## config.mk

```make
export PLATFORM = sky130hd
export DESIGN_NAME = scheduler
export DESIGN_NICKNAME = d
export VERILOG_FILES = /design/src/rtl/gat_pkg.sv /design/src/rtl/w_loader.sv /design/src/rtl/a_loader.sv /design/src/rtl/spmm.sv /design/src/rtl/wh_ram.sv /design/src/rtl/dmvm.sv /design/src/rtl/scheduler.sv
export SDC_FILE = /design/constraint.sdc
export NUM_CORES = 2
export LEC_CHECK = 0
export BUFFER_PORTS_ARGS = -buffer_cell sky130_fd_sc_hd__buf_4
export CORE_MARGIN = 2
export CORE_UTILIZATION = 40
export CTS_CLUSTER_DIAMETER = 60
export DETAILED_ROUTE_END_ITERATION = 10
export GPL_ROUTABILITY_DRIVEN = 0
export PLACE_DENSITY_LB_ADDON = 0.25
export REMOVE_ABC_BUFFERS = 1
export SYNTH_ARGS = -nofsm -noshare
export SYNTH_HDL_FRONTEND = slang
export SYNTH_SLANG_ARGS = --single-unit
```

## constraint.sdc

```tcl
create_clock -name clk -period 8.5 [get_ports clk]
set_input_delay 1.7 -clock clk [delete_from_list [all_inputs] [get_ports clk]]
set_output_delay 1.7 -clock clk [all_outputs]
set_load 0.01 [all_outputs]
```

## src/rtl/gat_pkg.sv

```systemverilog
package gat_pkg;

  // element widths
  localparam int data_w    = 8;
  localparam int wh_elem_w = 16;
  localparam int score_w   = 32;

  // graph and layer sizes
  localparam int n_rows    = 8;
  localparam int f_in      = 16;
  localparam int f_out     = 4;
  localparam int a_depth   = 2 * f_out;
  localparam int nnz_depth = 64;

  // derived depths
  localparam int w_depth   = f_in * f_out;

  // one WH row, element j at bits j*wh_elem_w upward
  localparam int wh_row_w  = f_out * wh_elem_w;

  // address and index widths
  localparam int col_idx_w  = $clog2(f_in);
  localparam int nnz_addr_w = $clog2(nnz_depth);
  localparam int row_idx_w  = $clog2(n_rows);
  // row length runs 0 to f_in inclusive
  localparam int row_len_w  = $clog2(f_in + 1);
  localparam int w_addr_w   = $clog2(w_depth);
  localparam int a_addr_w   = $clog2(a_depth);

endpackage

```

## src/rtl/w_loader.sv

```systemverilog
module w_loader (
  input  logic                                      clk,
  input  logic                                      rst_n,
  input  logic                                      w_valid_i,
  output logic                                      w_ready_o,
  input  logic [gat_pkg::data_w-1:0]                weight_dout_i,
  output logic [gat_pkg::w_addr_w-1:0]              weight_addr_o,
  input  logic [gat_pkg::col_idx_w-1:0]             feat_idx_i,
  output logic [gat_pkg::f_out*gat_pkg::data_w-1:0] weight_row_o
);
  import gat_pkg::*;

  logic [w_addr_w-1:0] addr_q;
  logic                started_q;
  logic                busy_q;
  logic                cap_q;
  logic [w_addr_w-1:0] cap_ptr_q;
  logic                ready_q;
  logic [data_w-1:0]   bank_q [w_depth];

  // address counter, capture trails it by one cycle
  always_ff @(posedge clk) begin
    if (!rst_n) begin
      addr_q    <= '0;
      started_q <= 1'b0;
      busy_q    <= 1'b0;
      cap_q     <= 1'b0;
      cap_ptr_q <= '0;
      ready_q   <= 1'b0;
    end else begin
      cap_q     <= busy_q;
      cap_ptr_q <= addr_q;
      if (busy_q) begin
        addr_q <= addr_q + 1'b1;
        if (addr_q == w_addr_w'(w_depth - 1)) begin
          busy_q <= 1'b0;
        end
      end else if (w_valid_i && !started_q) begin
        busy_q    <= 1'b1;
        started_q <= 1'b1;
      end
      if (cap_q && (cap_ptr_q == w_addr_w'(w_depth - 1))) begin
        ready_q <= 1'b1;
      end
    end
  end

  always_ff @(posedge clk) begin
    if (cap_q) begin
      bank_q[cap_ptr_q] <= weight_dout_i;
    end
  end

  // all f_out weights of one input feature
  always_comb begin
    int base;
    base = int'(feat_idx_i) * f_out;
    for (int j = 0; j < f_out; j++) begin
      weight_row_o[j*data_w +: data_w] = bank_q[base + j];
    end
  end

  assign weight_addr_o = addr_q;
  assign w_ready_o     = ready_q;

  w_ready_sticky: assert property (@(posedge clk) disable iff (!rst_n) w_ready_o |=> w_ready_o)
    else $error("w_ready_o fell after rising");

endmodule

```

## src/rtl/a_loader.sv

```systemverilog
module a_loader (
  input  logic                                        clk,
  input  logic                                        rst_n,
  input  logic                                        a_valid_i,
  output logic                                        a_ready_o,
  input  logic [gat_pkg::data_w-1:0]                  a_dout_i,
  output logic [gat_pkg::a_addr_w-1:0]                a_addr_o,
  output logic [gat_pkg::a_depth*gat_pkg::data_w-1:0] a_vec_o
);
  import gat_pkg::*;

  logic [a_addr_w-1:0]       addr_q;
  logic                      started_q;
  logic                      busy_q;
  logic                      cap_q;
  logic [a_addr_w-1:0]       cap_ptr_q;
  logic                      ready_q;
  logic [a_depth*data_w-1:0] a_vec_q;

  always_ff @(posedge clk) begin
    if (!rst_n) begin
      addr_q    <= '0;
      started_q <= 1'b0;
      busy_q    <= 1'b0;
      cap_q     <= 1'b0;
      cap_ptr_q <= '0;
      ready_q   <= 1'b0;
    end else begin
      cap_q     <= busy_q;
      cap_ptr_q <= addr_q;
      if (busy_q) begin
        addr_q <= addr_q + 1'b1;
        if (addr_q == a_addr_w'(a_depth - 1)) begin
          busy_q <= 1'b0;
        end
      end else if (a_valid_i && !started_q) begin
        busy_q    <= 1'b1;
        started_q <= 1'b1;
      end
      // ready once the last entry is in
      if (cap_q && (cap_ptr_q == a_addr_w'(a_depth - 1))) begin
        ready_q <= 1'b1;
      end
    end
  end

  // entry k lands at bits k*data_w upward
  always_ff @(posedge clk) begin
    if (cap_q) begin
      a_vec_q[cap_ptr_q*data_w +: data_w] <= a_dout_i;
    end
  end

  assign a_addr_o  = addr_q;
  assign a_ready_o = ready_q;
  assign a_vec_o   = a_vec_q;

endmodule

```

## src/rtl/spmm.sv

```systemverilog
module spmm (
  input  logic                                      clk,
  input  logic                                      rst_n,
  input  logic                                      start_i,
  output logic                                      done_o,
  input  logic [gat_pkg::col_idx_w-1:0]             col_idx_dout_i,
  output logic [gat_pkg::nnz_addr_w-1:0]            col_idx_addr_o,
  input  logic [gat_pkg::data_w-1:0]                value_dout_i,
  output logic [gat_pkg::nnz_addr_w-1:0]            value_addr_o,
  input  logic [gat_pkg::row_len_w-1:0]             node_info_dout_i,
  output logic [gat_pkg::row_idx_w-1:0]             node_info_addr_o,
  output logic [gat_pkg::col_idx_w-1:0]             feat_idx_o,
  input  logic [gat_pkg::f_out*gat_pkg::data_w-1:0] weight_row_i,
  output logic                                      wh_we_o,
  output logic [gat_pkg::row_idx_w-1:0]             wh_waddr_o,
  output logic [gat_pkg::wh_row_w-1:0]              wh_wdata_o
);
  import gat_pkg::*;

  typedef enum logic [2:0] {
    s_idle,
    s_fetch,
    s_len,
    s_issue,
    s_drain,
    s_write,
    s_done
  } state_e;

  state_e               state_q;
  logic [row_idx_w-1:0] row_q;
  logic [row_len_w-1:0] cnt_q;
  // spare top bit makes an overrun visible
  logic [nnz_addr_w:0]  base_q;
  logic                 vld_q;
  logic [wh_elem_w-1:0] acc_q [f_out];
  logic [wh_elem_w-1:0] prod  [f_out];

  // products wrap to wh_elem_w bits
  always_comb begin
    for (int j = 0; j < f_out; j++) begin
      prod[j] = wh_elem_w'(value_dout_i) * wh_elem_w'(weight_row_i[j*data_w +: data_w]);
    end
  end

  always_ff @(posedge clk) begin
    if (!rst_n) begin
      state_q <= s_idle;
      row_q   <= '0;
      cnt_q   <= '0;
      base_q  <= '0;
      vld_q   <= 1'b0;
      for (int j = 0; j < f_out; j++) begin
        acc_q[j] <= '0;
      end
    end else begin
      // pair returns one cycle after its address
      vld_q <= (state_q == s_issue);
      if (vld_q) begin
        for (int j = 0; j < f_out; j++) begin
          acc_q[j] <= acc_q[j] + prod[j];
        end
      end
      case (state_q)
        s_idle: begin
          if (start_i) begin
            state_q <= s_fetch;
          end
        end
        s_fetch: state_q <= s_len;
        s_len: begin
          cnt_q   <= node_info_dout_i;
          state_q <= (node_info_dout_i == '0) ? s_write : s_issue;
        end
        s_issue: begin
          base_q <= base_q + 1'b1;
          cnt_q  <= cnt_q - 1'b1;
          if (cnt_q == row_len_w'(1)) begin
            state_q <= s_drain;
          end
        end
        // last pair accumulates here
        s_drain: state_q <= s_write;
        s_write: begin
          for (int j = 0; j < f_out; j++) begin
            acc_q[j] <= '0;
          end
          if (row_q == row_idx_w'(n_rows - 1)) begin
            state_q <= s_done;
          end else begin
            row_q   <= row_q + 1'b1;
            state_q <= s_fetch;
          end
        end
        s_done: state_q <= s_done;
        default: state_q <= s_idle;
      endcase
    end
  end

  always_comb begin
    for (int j = 0; j < f_out; j++) begin
      wh_wdata_o[j*wh_elem_w +: wh_elem_w] = acc_q[j];
    end
  end

  assign node_info_addr_o = row_q;
  assign col_idx_addr_o   = base_q[nnz_addr_w-1:0];
  assign value_addr_o     = base_q[nnz_addr_w-1:0];
  assign feat_idx_o       = col_idx_dout_i;
  assign wh_we_o          = (state_q == s_write);
  assign wh_waddr_o       = row_q;
  assign done_o           = (state_q == s_done);

  // done follows straight on the write of the last row
  done_after_last_write: assert property (@(posedge clk) disable iff (!rst_n)
    $rose(done_o) |-> ($past(wh_we_o) && ($past(wh_waddr_o) == row_idx_w'(n_rows - 1))))
    else $error("spmm done without writing the last row");

  base_in_range: assert property (@(posedge clk) disable iff (!rst_n)
    (state_q == s_issue) |-> (base_q < (nnz_addr_w + 1)'(nnz_depth)))
    else $error("nonzero pointer ran past nnz_depth");

endmodule

```

## src/rtl/wh_ram.sv

```systemverilog
module wh_ram (
  input  logic                          clk,
  input  logic                          we_i,
  input  logic [gat_pkg::row_idx_w-1:0] waddr_i,
  input  logic [gat_pkg::wh_row_w-1:0]  wdata_i,
  input  logic [gat_pkg::row_idx_w-1:0] raddr_i,
  output logic [gat_pkg::wh_row_w-1:0]  rdata_o
);
  import gat_pkg::*;

  logic [wh_row_w-1:0] mem_q [n_rows];
  logic [wh_row_w-1:0] rdata_q;

  // one WH row per node
  always_ff @(posedge clk) begin
    if (we_i) begin
      mem_q[waddr_i] <= wdata_i;
    end
  end

  // registered read, one cycle
  always_ff @(posedge clk) begin
    rdata_q <= mem_q[raddr_i];
  end

  assign rdata_o = rdata_q;

endmodule

```

## src/rtl/dmvm.sv

```systemverilog
module dmvm (
  input  logic                                        clk,
  input  logic                                        rst_n,
  input  logic                                        start_i,
  input  logic [gat_pkg::a_depth*gat_pkg::data_w-1:0] a_vec_i,
  output logic [gat_pkg::row_idx_w-1:0]               wh_raddr_o,
  input  logic [gat_pkg::wh_row_w-1:0]                wh_rdata_i,
  output logic                                        score_req_o,
  input  logic                                        score_ack_i,
  output logic [gat_pkg::row_idx_w-1:0]               score_row_o,
  output logic [gat_pkg::score_w-1:0]                 score_self_o,
  output logic [gat_pkg::score_w-1:0]                 score_neigh_o,
  output logic                                        done_o
);
  import gat_pkg::*;

  typedef enum logic [2:0] {
    s_idle,
    s_read,
    s_calc,
    s_req,
    s_ack_low,
    s_done
  } state_e;

  state_e               state_q;
  logic [row_idx_w-1:0] row_q;
  logic                 req_q;
  logic                 done_q;
  logic [score_w-1:0]   self_q;
  logic [score_w-1:0]   neigh_q;
  logic [score_w-1:0]   self_d;
  logic [score_w-1:0]   neigh_d;

  // self uses a[0..f_out-1], neigh uses a[f_out..2*f_out-1]
  always_comb begin
    logic [score_w-1:0] wh_j;
    self_d  = '0;
    neigh_d = '0;
    for (int j = 0; j < f_out; j++) begin
      wh_j    = score_w'(wh_rdata_i[j*wh_elem_w +: wh_elem_w]);
      self_d  = self_d + score_w'(a_vec_i[j*data_w +: data_w]) * wh_j;
      neigh_d = neigh_d + score_w'(a_vec_i[(j+f_out)*data_w +: data_w]) * wh_j;
    end
  end

  always_ff @(posedge clk) begin
    if (!rst_n) begin
      state_q <= s_idle;
      row_q   <= '0;
      req_q   <= 1'b0;
      done_q  <= 1'b0;
    end else begin
      case (state_q)
        s_idle: begin
          if (start_i) begin
            state_q <= s_read;
          end
        end
        s_read: state_q <= s_calc;
        s_calc: begin
          req_q   <= 1'b1;
          state_q <= s_req;
        end
        s_req: begin
          if (score_ack_i) begin
            req_q   <= 1'b0;
            state_q <= s_ack_low;
          end
        end
        // next row only once ack is seen low
        s_ack_low: begin
          if (!score_ack_i) begin
            if (row_q == row_idx_w'(n_rows - 1)) begin
              done_q  <= 1'b1;
              state_q <= s_done;
            end else begin
              row_q   <= row_q + 1'b1;
              state_q <= s_read;
            end
          end
        end
        s_done: state_q <= s_done;
        default: state_q <= s_idle;
      endcase
    end
  end

  always_ff @(posedge clk) begin
    if (state_q == s_calc) begin
      self_q  <= self_d;
      neigh_q <= neigh_d;
    end
  end

  assign wh_raddr_o    = row_q;
  assign score_req_o   = req_q;
  assign score_row_o   = row_q;
  assign score_self_o  = self_q;
  assign score_neigh_o = neigh_q;
  assign done_o        = done_q;

  scores_stable: assert property (@(posedge clk) disable iff (!rst_n)
    (score_req_o && !score_ack_i) |=>
      ($stable(score_row_o) && $stable(score_self_o) && $stable(score_neigh_o)))
    else $error("score data changed while waiting for ack");

endmodule

```

## src/rtl/scheduler.sv

```systemverilog
module scheduler (
  input  logic                           clk,
  input  logic                           rst_n,
  input  logic [gat_pkg::col_idx_w-1:0]  h_col_idx_dout_i,
  output logic [gat_pkg::nnz_addr_w-1:0] h_col_idx_addr_o,
  input  logic                           h_col_idx_load_done_i,
  input  logic [gat_pkg::data_w-1:0]     h_value_dout_i,
  output logic [gat_pkg::nnz_addr_w-1:0] h_value_addr_o,
  input  logic                           h_value_load_done_i,
  input  logic [gat_pkg::row_len_w-1:0]  h_node_info_dout_i,
  output logic [gat_pkg::row_idx_w-1:0]  h_node_info_addr_o,
  input  logic                           h_node_info_load_done_i,
  input  logic [gat_pkg::data_w-1:0]     weight_dout_i,
  output logic [gat_pkg::w_addr_w-1:0]   weight_addr_o,
  input  logic                           weight_load_done_i,
  input  logic [gat_pkg::data_w-1:0]     a_dout_i,
  output logic [gat_pkg::a_addr_w-1:0]   a_addr_o,
  input  logic                           a_load_done_i,
  output logic                           score_req_o,
  input  logic                           score_ack_i,
  output logic [gat_pkg::row_idx_w-1:0]  score_row_o,
  output logic [gat_pkg::score_w-1:0]    score_self_o,
  output logic [gat_pkg::score_w-1:0]    score_neigh_o,
  output logic                           done_o
);
  import gat_pkg::*;

  logic                      w_ready;
  logic                      a_ready;
  logic [a_depth*data_w-1:0] a_vec;
  logic [col_idx_w-1:0]      feat_idx;
  logic [f_out*data_w-1:0]   weight_row;
  logic                      spmm_start;
  logic                      spmm_done;
  logic                      dmvm_start_q;
  logic                      wh_we;
  logic [row_idx_w-1:0]      wh_waddr;
  logic [wh_row_w-1:0]       wh_wdata;
  logic [row_idx_w-1:0]      wh_raddr;
  logic [wh_row_w-1:0]       wh_rdata;

  w_loader u_w_loader (
    .clk           (clk),
    .rst_n         (rst_n),
    .w_valid_i     (weight_load_done_i),
    .w_ready_o     (w_ready),
    .weight_dout_i (weight_dout_i),
    .weight_addr_o (weight_addr_o),
    .feat_idx_i    (feat_idx),
    .weight_row_o  (weight_row)
  );

  a_loader u_a_loader (
    .clk       (clk),
    .rst_n     (rst_n),
    .a_valid_i (a_load_done_i),
    .a_ready_o (a_ready),
    .a_dout_i  (a_dout_i),
    .a_addr_o  (a_addr_o),
    .a_vec_o   (a_vec)
  );

  // H fully loaded and W banked
  assign spmm_start = h_col_idx_load_done_i && h_value_load_done_i &&
                      h_node_info_load_done_i && weight_load_done_i && w_ready;

  spmm u_spmm (
    .clk              (clk),
    .rst_n            (rst_n),
    .start_i          (spmm_start),
    .done_o           (spmm_done),
    .col_idx_dout_i   (h_col_idx_dout_i),
    .col_idx_addr_o   (h_col_idx_addr_o),
    .value_dout_i     (h_value_dout_i),
    .value_addr_o     (h_value_addr_o),
    .node_info_dout_i (h_node_info_dout_i),
    .node_info_addr_o (h_node_info_addr_o),
    .feat_idx_o       (feat_idx),
    .weight_row_i     (weight_row),
    .wh_we_o          (wh_we),
    .wh_waddr_o       (wh_waddr),
    .wh_wdata_o       (wh_wdata)
  );

  wh_ram u_wh_ram (
    .clk     (clk),
    .we_i    (wh_we),
    .waddr_i (wh_waddr),
    .wdata_i (wh_wdata),
    .raddr_i (wh_raddr),
    .rdata_o (wh_rdata)
  );

  // sticky once WH is complete and a is banked
  always_ff @(posedge clk) begin
    if (!rst_n) begin
      dmvm_start_q <= 1'b0;
    end else if (spmm_done && a_ready) begin
      dmvm_start_q <= 1'b1;
    end
  end

  dmvm u_dmvm (
    .clk           (clk),
    .rst_n         (rst_n),
    .start_i       (dmvm_start_q),
    .a_vec_i       (a_vec),
    .wh_raddr_o    (wh_raddr),
    .wh_rdata_i    (wh_rdata),
    .score_req_o   (score_req_o),
    .score_ack_i   (score_ack_i),
    .score_row_o   (score_row_o),
    .score_self_o  (score_self_o),
    .score_neigh_o (score_neigh_o),
    .done_o        (done_o)
  );

endmodule

```

# After elaboration in Yosys (flattened, before gate mapping)
# Memory sizes are Yosys's and may differ from the RTL's. A register that Yosys moved wholly into a read port is not among the register bits.
# Index checks and enable logic that the tools add are counted.
# classes
n_addsub	20
mul	12
n_div	0
order_cmp	0
n_eq_ne	23
shifts	2
n_mux	38
bitwise_logic	13
n_reduce_logical	24
# op_table
operator	n
$mul 8x16->24	8
$add 32x24->32	4
$mux 16	8
$add 16x16->16	4
$bwmux 64	1
$mul 8x8->16	4
$shift 8x34->64 const A	1
$shiftx 8x34->64	1
$add 24x24->25	2
$neg 6->34	1
$eq 3x3->1 const B	9
$mux 3	8
$pmux 3 s7	1
$pmux 3 s6	1
$mux 1	17
$add 6x1->6 const B	2
$add 6x2->6 const B	2
$eq 3x2->1 const B	4
$eq 6x6->1 const B	2
$ne 2x2->1 const B	5
$pmux 5 s2	1
$reduce_and 2->1	5
$add 3x1->3 const B	3
$logic_and 1x1->1	9
12 further kinds	29
# totals
reg_bits	182
latchBits	0
ramBits	1088
rom_bits	0
input_bits	41
output_inout_bits	93
mem_count	3
# mem_list
memory	depth	width	rd	rd_clocked_by_memory_dff	write_ports	line_no	rtl
u_w_loader.bank_q	64	8	4	0	1	w_loader.sv:19	logic [data_w-1:0] bank_q [w_depth];
u_wh_ram.mem_q	8	64	1	1	1	wh_ram.sv:11	logic [wh_row_w-1:0] mem_q [n_rows];
u_spmm.acc_q	4	16	4	0	4	spmm.sv:36	logic [wh_elem_w-1:0] acc_q [f_out];

# Logic depth before layout (Yosys ltp)
# depth
word_depth	6
depth_mapped	39
ltp_nobuf	36

# Hierarchy
# A second synthesis with hierarchy kept.
# unflattened
cells_unflattened	7382
area_unflattened_um2	92682.6
# modules_own_cells
module	n_inst	cells_each	area_per_inst_um2	seq_area_each_um2
dmvm	1	3864	35410.2	1781.7
wh_ram	1	816	20547.2	16656.0
w_loader	1	935	20050.5	15695.1
spmm	1	1551	13455.4	1961.9
a_loader	1	210	3175.5	2122.0
scheduler	1	6	43.8	20.0

# Least setup slack after synthesis
# Ideal clock, no wire load.
# synth_path
path_kind	register to register
startpoint	register u_a_loader.a_vec_q[1] (netlist: u_a_loader.a_vec_o[1])
endpoint	register u_dmvm.self_q[24] (netlist: u_dmvm.score_self_o[24]), data pin
setup_ns	0.158
arrival_ns	9.113
setup_slack_ns	-0.771
stages_incl_launch_ff	37
period_less_slack_ns	9.271
cell_sequence	edfxtp_1 clkbuf_1 nand2_1 fa_1 fa_1 fa_1 inv_1 fa_1 fa_1 inv_1 fa_1 inv_1 ha_1 a2111oi_4 o21ai_2 a41oi_2 nor2_1 a31o_2 a21o_1 a21oi_2 xnor2_1 ha_1 fa_1 inv_1 fa_1 fa_1 inv_1 ha_1 clkbuf_1 nand2_1 nor3_1 a211oi_1 o21ai_1 nor3_1 a21o_2 or4b_1 o211ai_1
# synth_between
elab_chain_cells	4
# synth_rtl
item	line_no	rtl
start, declared	a_loader.sv:18	logic [a_depth*data_w-1:0] a_vec_q;
start signal, assigned by index	a_loader.sv:50	a_vec_q[cap_ptr_q*data_w +: data_w] <= a_dout_i;
$mul 8x16->24	dmvm.sv:42	self_d = self_d + score_w'(a_vec_i[j*data_w +: data_w]) * wh_j;
$add 24x24->25	dmvm.sv:42	
$add 32x24->32 (2 in series)	dmvm.sv:42	
named net u_dmvm.self_d[24]	dmvm.sv:32	logic [score_w-1:0] self_d;
end signal, assigned	dmvm.sv:91	self_q <= self_d;
end, declared	dmvm.sv:30	logic [score_w-1:0] self_q;
# The timed path passes the listed nets, and every way through them passes these cells.
# A chain may end at the register's enable or synchronous reset.

# Worst setup path in the final report
# layout_path
startpoint	register u_a_loader.a_vec_q[42] (netlist: u_a_loader.a_vec_o[42])
endpoint	register u_dmvm.neigh_q[26] (netlist: u_dmvm.score_neigh_o[26]), data pin
# layout_between
elab_chain_cells	4
# layout_rtl
item	line_no	rtl
$mul 8x16->24	dmvm.sv:43	neigh_d = neigh_d + score_w'(a_vec_i[(j+f_out)*data_w +: data_w]) * wh_j;
$add 24x24->25	dmvm.sv:43	
$add 32x24->32 (2 in series)	dmvm.sv:43	
named net u_dmvm.neigh_d[26]	dmvm.sv:33	logic [score_w-1:0] neigh_d;
end signal, assigned	dmvm.sv:92	neigh_q <= neigh_d;
end, declared	dmvm.sv:31	logic [score_w-1:0] neigh_q;
# The timed path passes the listed nets, and every way through them passes these cells.

==> impl_metrics.yaml <==
outcome:
  outcome: "finished, violations left"
  violations: "negative setup slack"
routing:
  ant_nets: 0
  drc: 0
  drt_iter0_markers: 3421
  wl_per_cell_um: 20.5
  drt-pass1-iter-count: 5
  vias_per_cell: 5.04
  vias: 55000
  drt_wl_total_um: 223000
clock_network:
  cts.clk_slew.worst_paths_ps: 60
  htree_levels: 4
  cts.path.max_buffers: 3
  cts-root-buf: "clkbuf_16"
  cts.sinks: 1323
  cts_buffers: 151
  cts_tree: "done"
  insertion_delay_ps: 820
synth:
  synth_area_um2: 92200
  yosysTopAreaCell: "edfxtp_1"
  synth_async_sr_flop_share_pct: 0
  ys_top_cells_by_area: "edfxtp_1 38%, fa_1 24%, ha_1 6.2%"
  ys_ff_latch: 1323
  yosysMostFrequentCell: "inv_1"
  synth_seq_area_share_pct: 41.4
  syn_area_per_cell_um2: 12.8
  synth_common_cells: "1305 x inv_1, 1174 x edfxtp_1, 1084 x fa_1"
  synth-edff-count: 1174
  netlist_instances: 7228
  synth_cell_types: 79
  yosys_warnings: 0
  synthFlopType: "edfxtp_1"
  yosysTopAreaCellShare_pct: 38.2
power:
  powerDensity_nw_per_um2: 336
  max-vdd-ir-drop_uv: 2270
  p_total_uw: 36100
  power.switching_uw: 13200
  p_seq_share_pct: 21.3
  p_sw_share_pct: 36.4
  p_int_uw: 23000
  clkPwrFrac_pct: 18.1
  combPwrFrac_pct: 60.6
  p_leak_uw: 0.0448
min_path:
  hold_path_class: "reg -> reg"
die:
  die_w_um: 484
  die-area_um2: 234000
  row_count: 176
  core_um2: 230000
  initial_core_util_pct: 40.2
  io_pins: 134
  die_y_um: 484
timing:
  finalMaxSlewViolations: 0
  final.period_utilization_pct: 108
  worstMarginPinSlew_ps: 1050
  worst_slew_margin_rel_pct: 30.2
  setup_slack_ps: -653
  finalSetupViolCount: 33
  fin_crit_ps: 9150
  final-hold-violation-count: 0
  tns_ps: -12200
  rsz0062_at_grt: "yes"
  fmax_mhz: 109
  finClkSkew_ps: 85.7
placed_design:
  dpl.hpwl_um: 167000
  place.port_buffers: 123
setup_path:
  reg2reg_to: "u_dmvm.score_neigh_o[26]"
  crit_path_start: "u_a_loader.a_vec_o[42]"
  crit_cells: 33
  required_ps: 9050
  crit_path_end: "u_dmvm.score_neigh_o[26]"
  r2r-start: "u_a_loader.a_vec_o[42]"
  rr_worst_depth: 33
  max_stage_delay_ps: 600
  crit_path_max_fanout: 4
  cpMaxStageDelayCell: "fa_1"
  end_kind: "flip-flop"
  rrSetupSlack_ps: -650
  arrival_ps: 9700
  crit_buf_inv: 6
  path_class: "reg -> reg"
  cp_common_cell: "fa_1"
  crit_family: "adder cells"
  startpoint_type: "flip-flop"
grt:
  grt_first_pass_wirelength_um: 351000
  grt_max_degree: 113
  grt_antenna_before_repair: 11
  grt_pass1_vias: 60600
  overflow: 0
  grtUsageTotal_pct: 19.4
final_layout:
  fin_nets: 9338
  drive_gt1_share_pct: 19.7
  area_delta_synth_final_pct: 16.5
job:
  max_cap_viol_count: 0
through the flow:
| step | setup WS (ps) | area, um2 | std cells | utilization [%] | hold WS (ps) |
|---|---|---|---|---|---|
| after global placement | -1040 | 99500 | 10600 | 43.3 | 448 |
| after floorplan | -673 | 90900 | 6946 | - | 440 |
| after global routing | -983 | 107000 | 10900 | 46.8 | 493 |
| after CTS | -626 | 106000 | 10900 | 46.3 | 473 |
| after detailed placement | -1130 | 99500 | 10600 | 43.3 | 458 |
| final | -653 | 107000 | 10900 | 46.8 | 473 |
placed cells by master, fill, tap and decap left out, drive strengths merged, types with 17 or more instances in the layout:
master,n
mux4,288
mux2,64
a21oi,105
clkbuf,186
nand2,877
xor2,49
a31oi,21
and3,22
a21o,57
and2,548
o21a,25
nor3,39
o21bai,17
o21ai,69
dfxtp,149
nor2,230
edfxtp,1174
buf,655
clkinv,65
nand3,30
mux2i,31
nand2b,21
fa,1084
xnor2,92
inv,1317
ha,459
nor2b,31
cell type report:
class / instances / area (um2)
Antenna cell: 4 / 10.0
Sequential cell: 1323 / 38300
Multi-Input combinational cell: 4318 / 49800
Inverter: 1305 / 4900
Timing Repair Buffer: 655 / 5530
Tap cell: 3026 / 3790
Clock buffer: 186 / 3980
Fill cell: 20300 / 122000
Clock inverter: 94 / 1150
worst min path at each step:
| stage | from | cells after the start | endpoint |
|---|---|---|---|
| 2_1_floorplan | u_w_loader.w_ready_o | 1 | u_w_loader.w_ready_o |
| 3_3_place_gp | u_a_loader.started_q | 1 | u_a_loader.started_q |
| 3_5_place_dp | u_w_loader.started_q | 1 | u_w_loader.started_q |
| 4_1_cts | u_w_loader.started_q | 1 | u_w_loader.started_q |
| 5_1_grt | u_a_loader.started_q | 1 | u_a_loader.started_q |
| 6_report | u_w_loader.started_q | 1 | u_w_loader.started_q |
cells by family (layout without fill, tap and decap cells):
group / Yosys count / in the layout / synth area share, %
xor+xnor: 141 / 141 / 1.34
mux: 383 / 383 / 8.32
buf+inv: 1596 / 2240 / 6.83
flops: 1323 / 1323 / 41.4
simple gates: 1858 / 1858 / 9.56
fa+ha+maj: 1543 / 1543 / 29.7
compound gates: 383 / 383 / 2.75
other cells: 1 / 14 / 0.00407
metal layers:
layer / part of all wire [%] / wire length, um / vias up / GRT usage, %
li1: - / - / 24700 / -
met1: 42 / 93000 / 28700 / 24.6
met2: 50 / 113000 / 1215 / 34.1
met3: 4.3 / 9550 / 340 / 2.34
met4: 3.6 / 8150 / 2 / 6.68
met5: 0.0058 / 13 / - / 0
power groups by stage:
stage	sequential, uW	combinational (uW)	clock [uW]
after floorplan	7830	10500	0
after global placement	7840	16400	0
after detailed placement	7840	16700	0
after CTS	7700	19800	6680
after global routing	7710	24100	6930
final	7710	21900	6520
flip-flops by register name, indices dropped and copies added (netlist names), 5 cells and up:
signal                    cells
u_spmm.base_q                 6
u_w_loader.weight_addr_o      6
u_spmm.cnt_q                  5
u_wh_ram.rdata_o             64
u_a_loader.a_vec_o           64
u_spmm.acc_q                 64
u_wh_ram.mem_q              512
u_dmvm.score_self_o          27
u_dmvm.score_neigh_o         27
u_w_loader.bank_q           512
u_w_loader.cap_ptr_q          6
what timing repair did:
item                       4_1_cts  5_1_grt
resized for setup              287      192
hold buffers                     0        0
pin swaps                      206      163
setup endpoints to repair       36       37
buffers inserted                54       39
(Power assumes the default switching activity.)
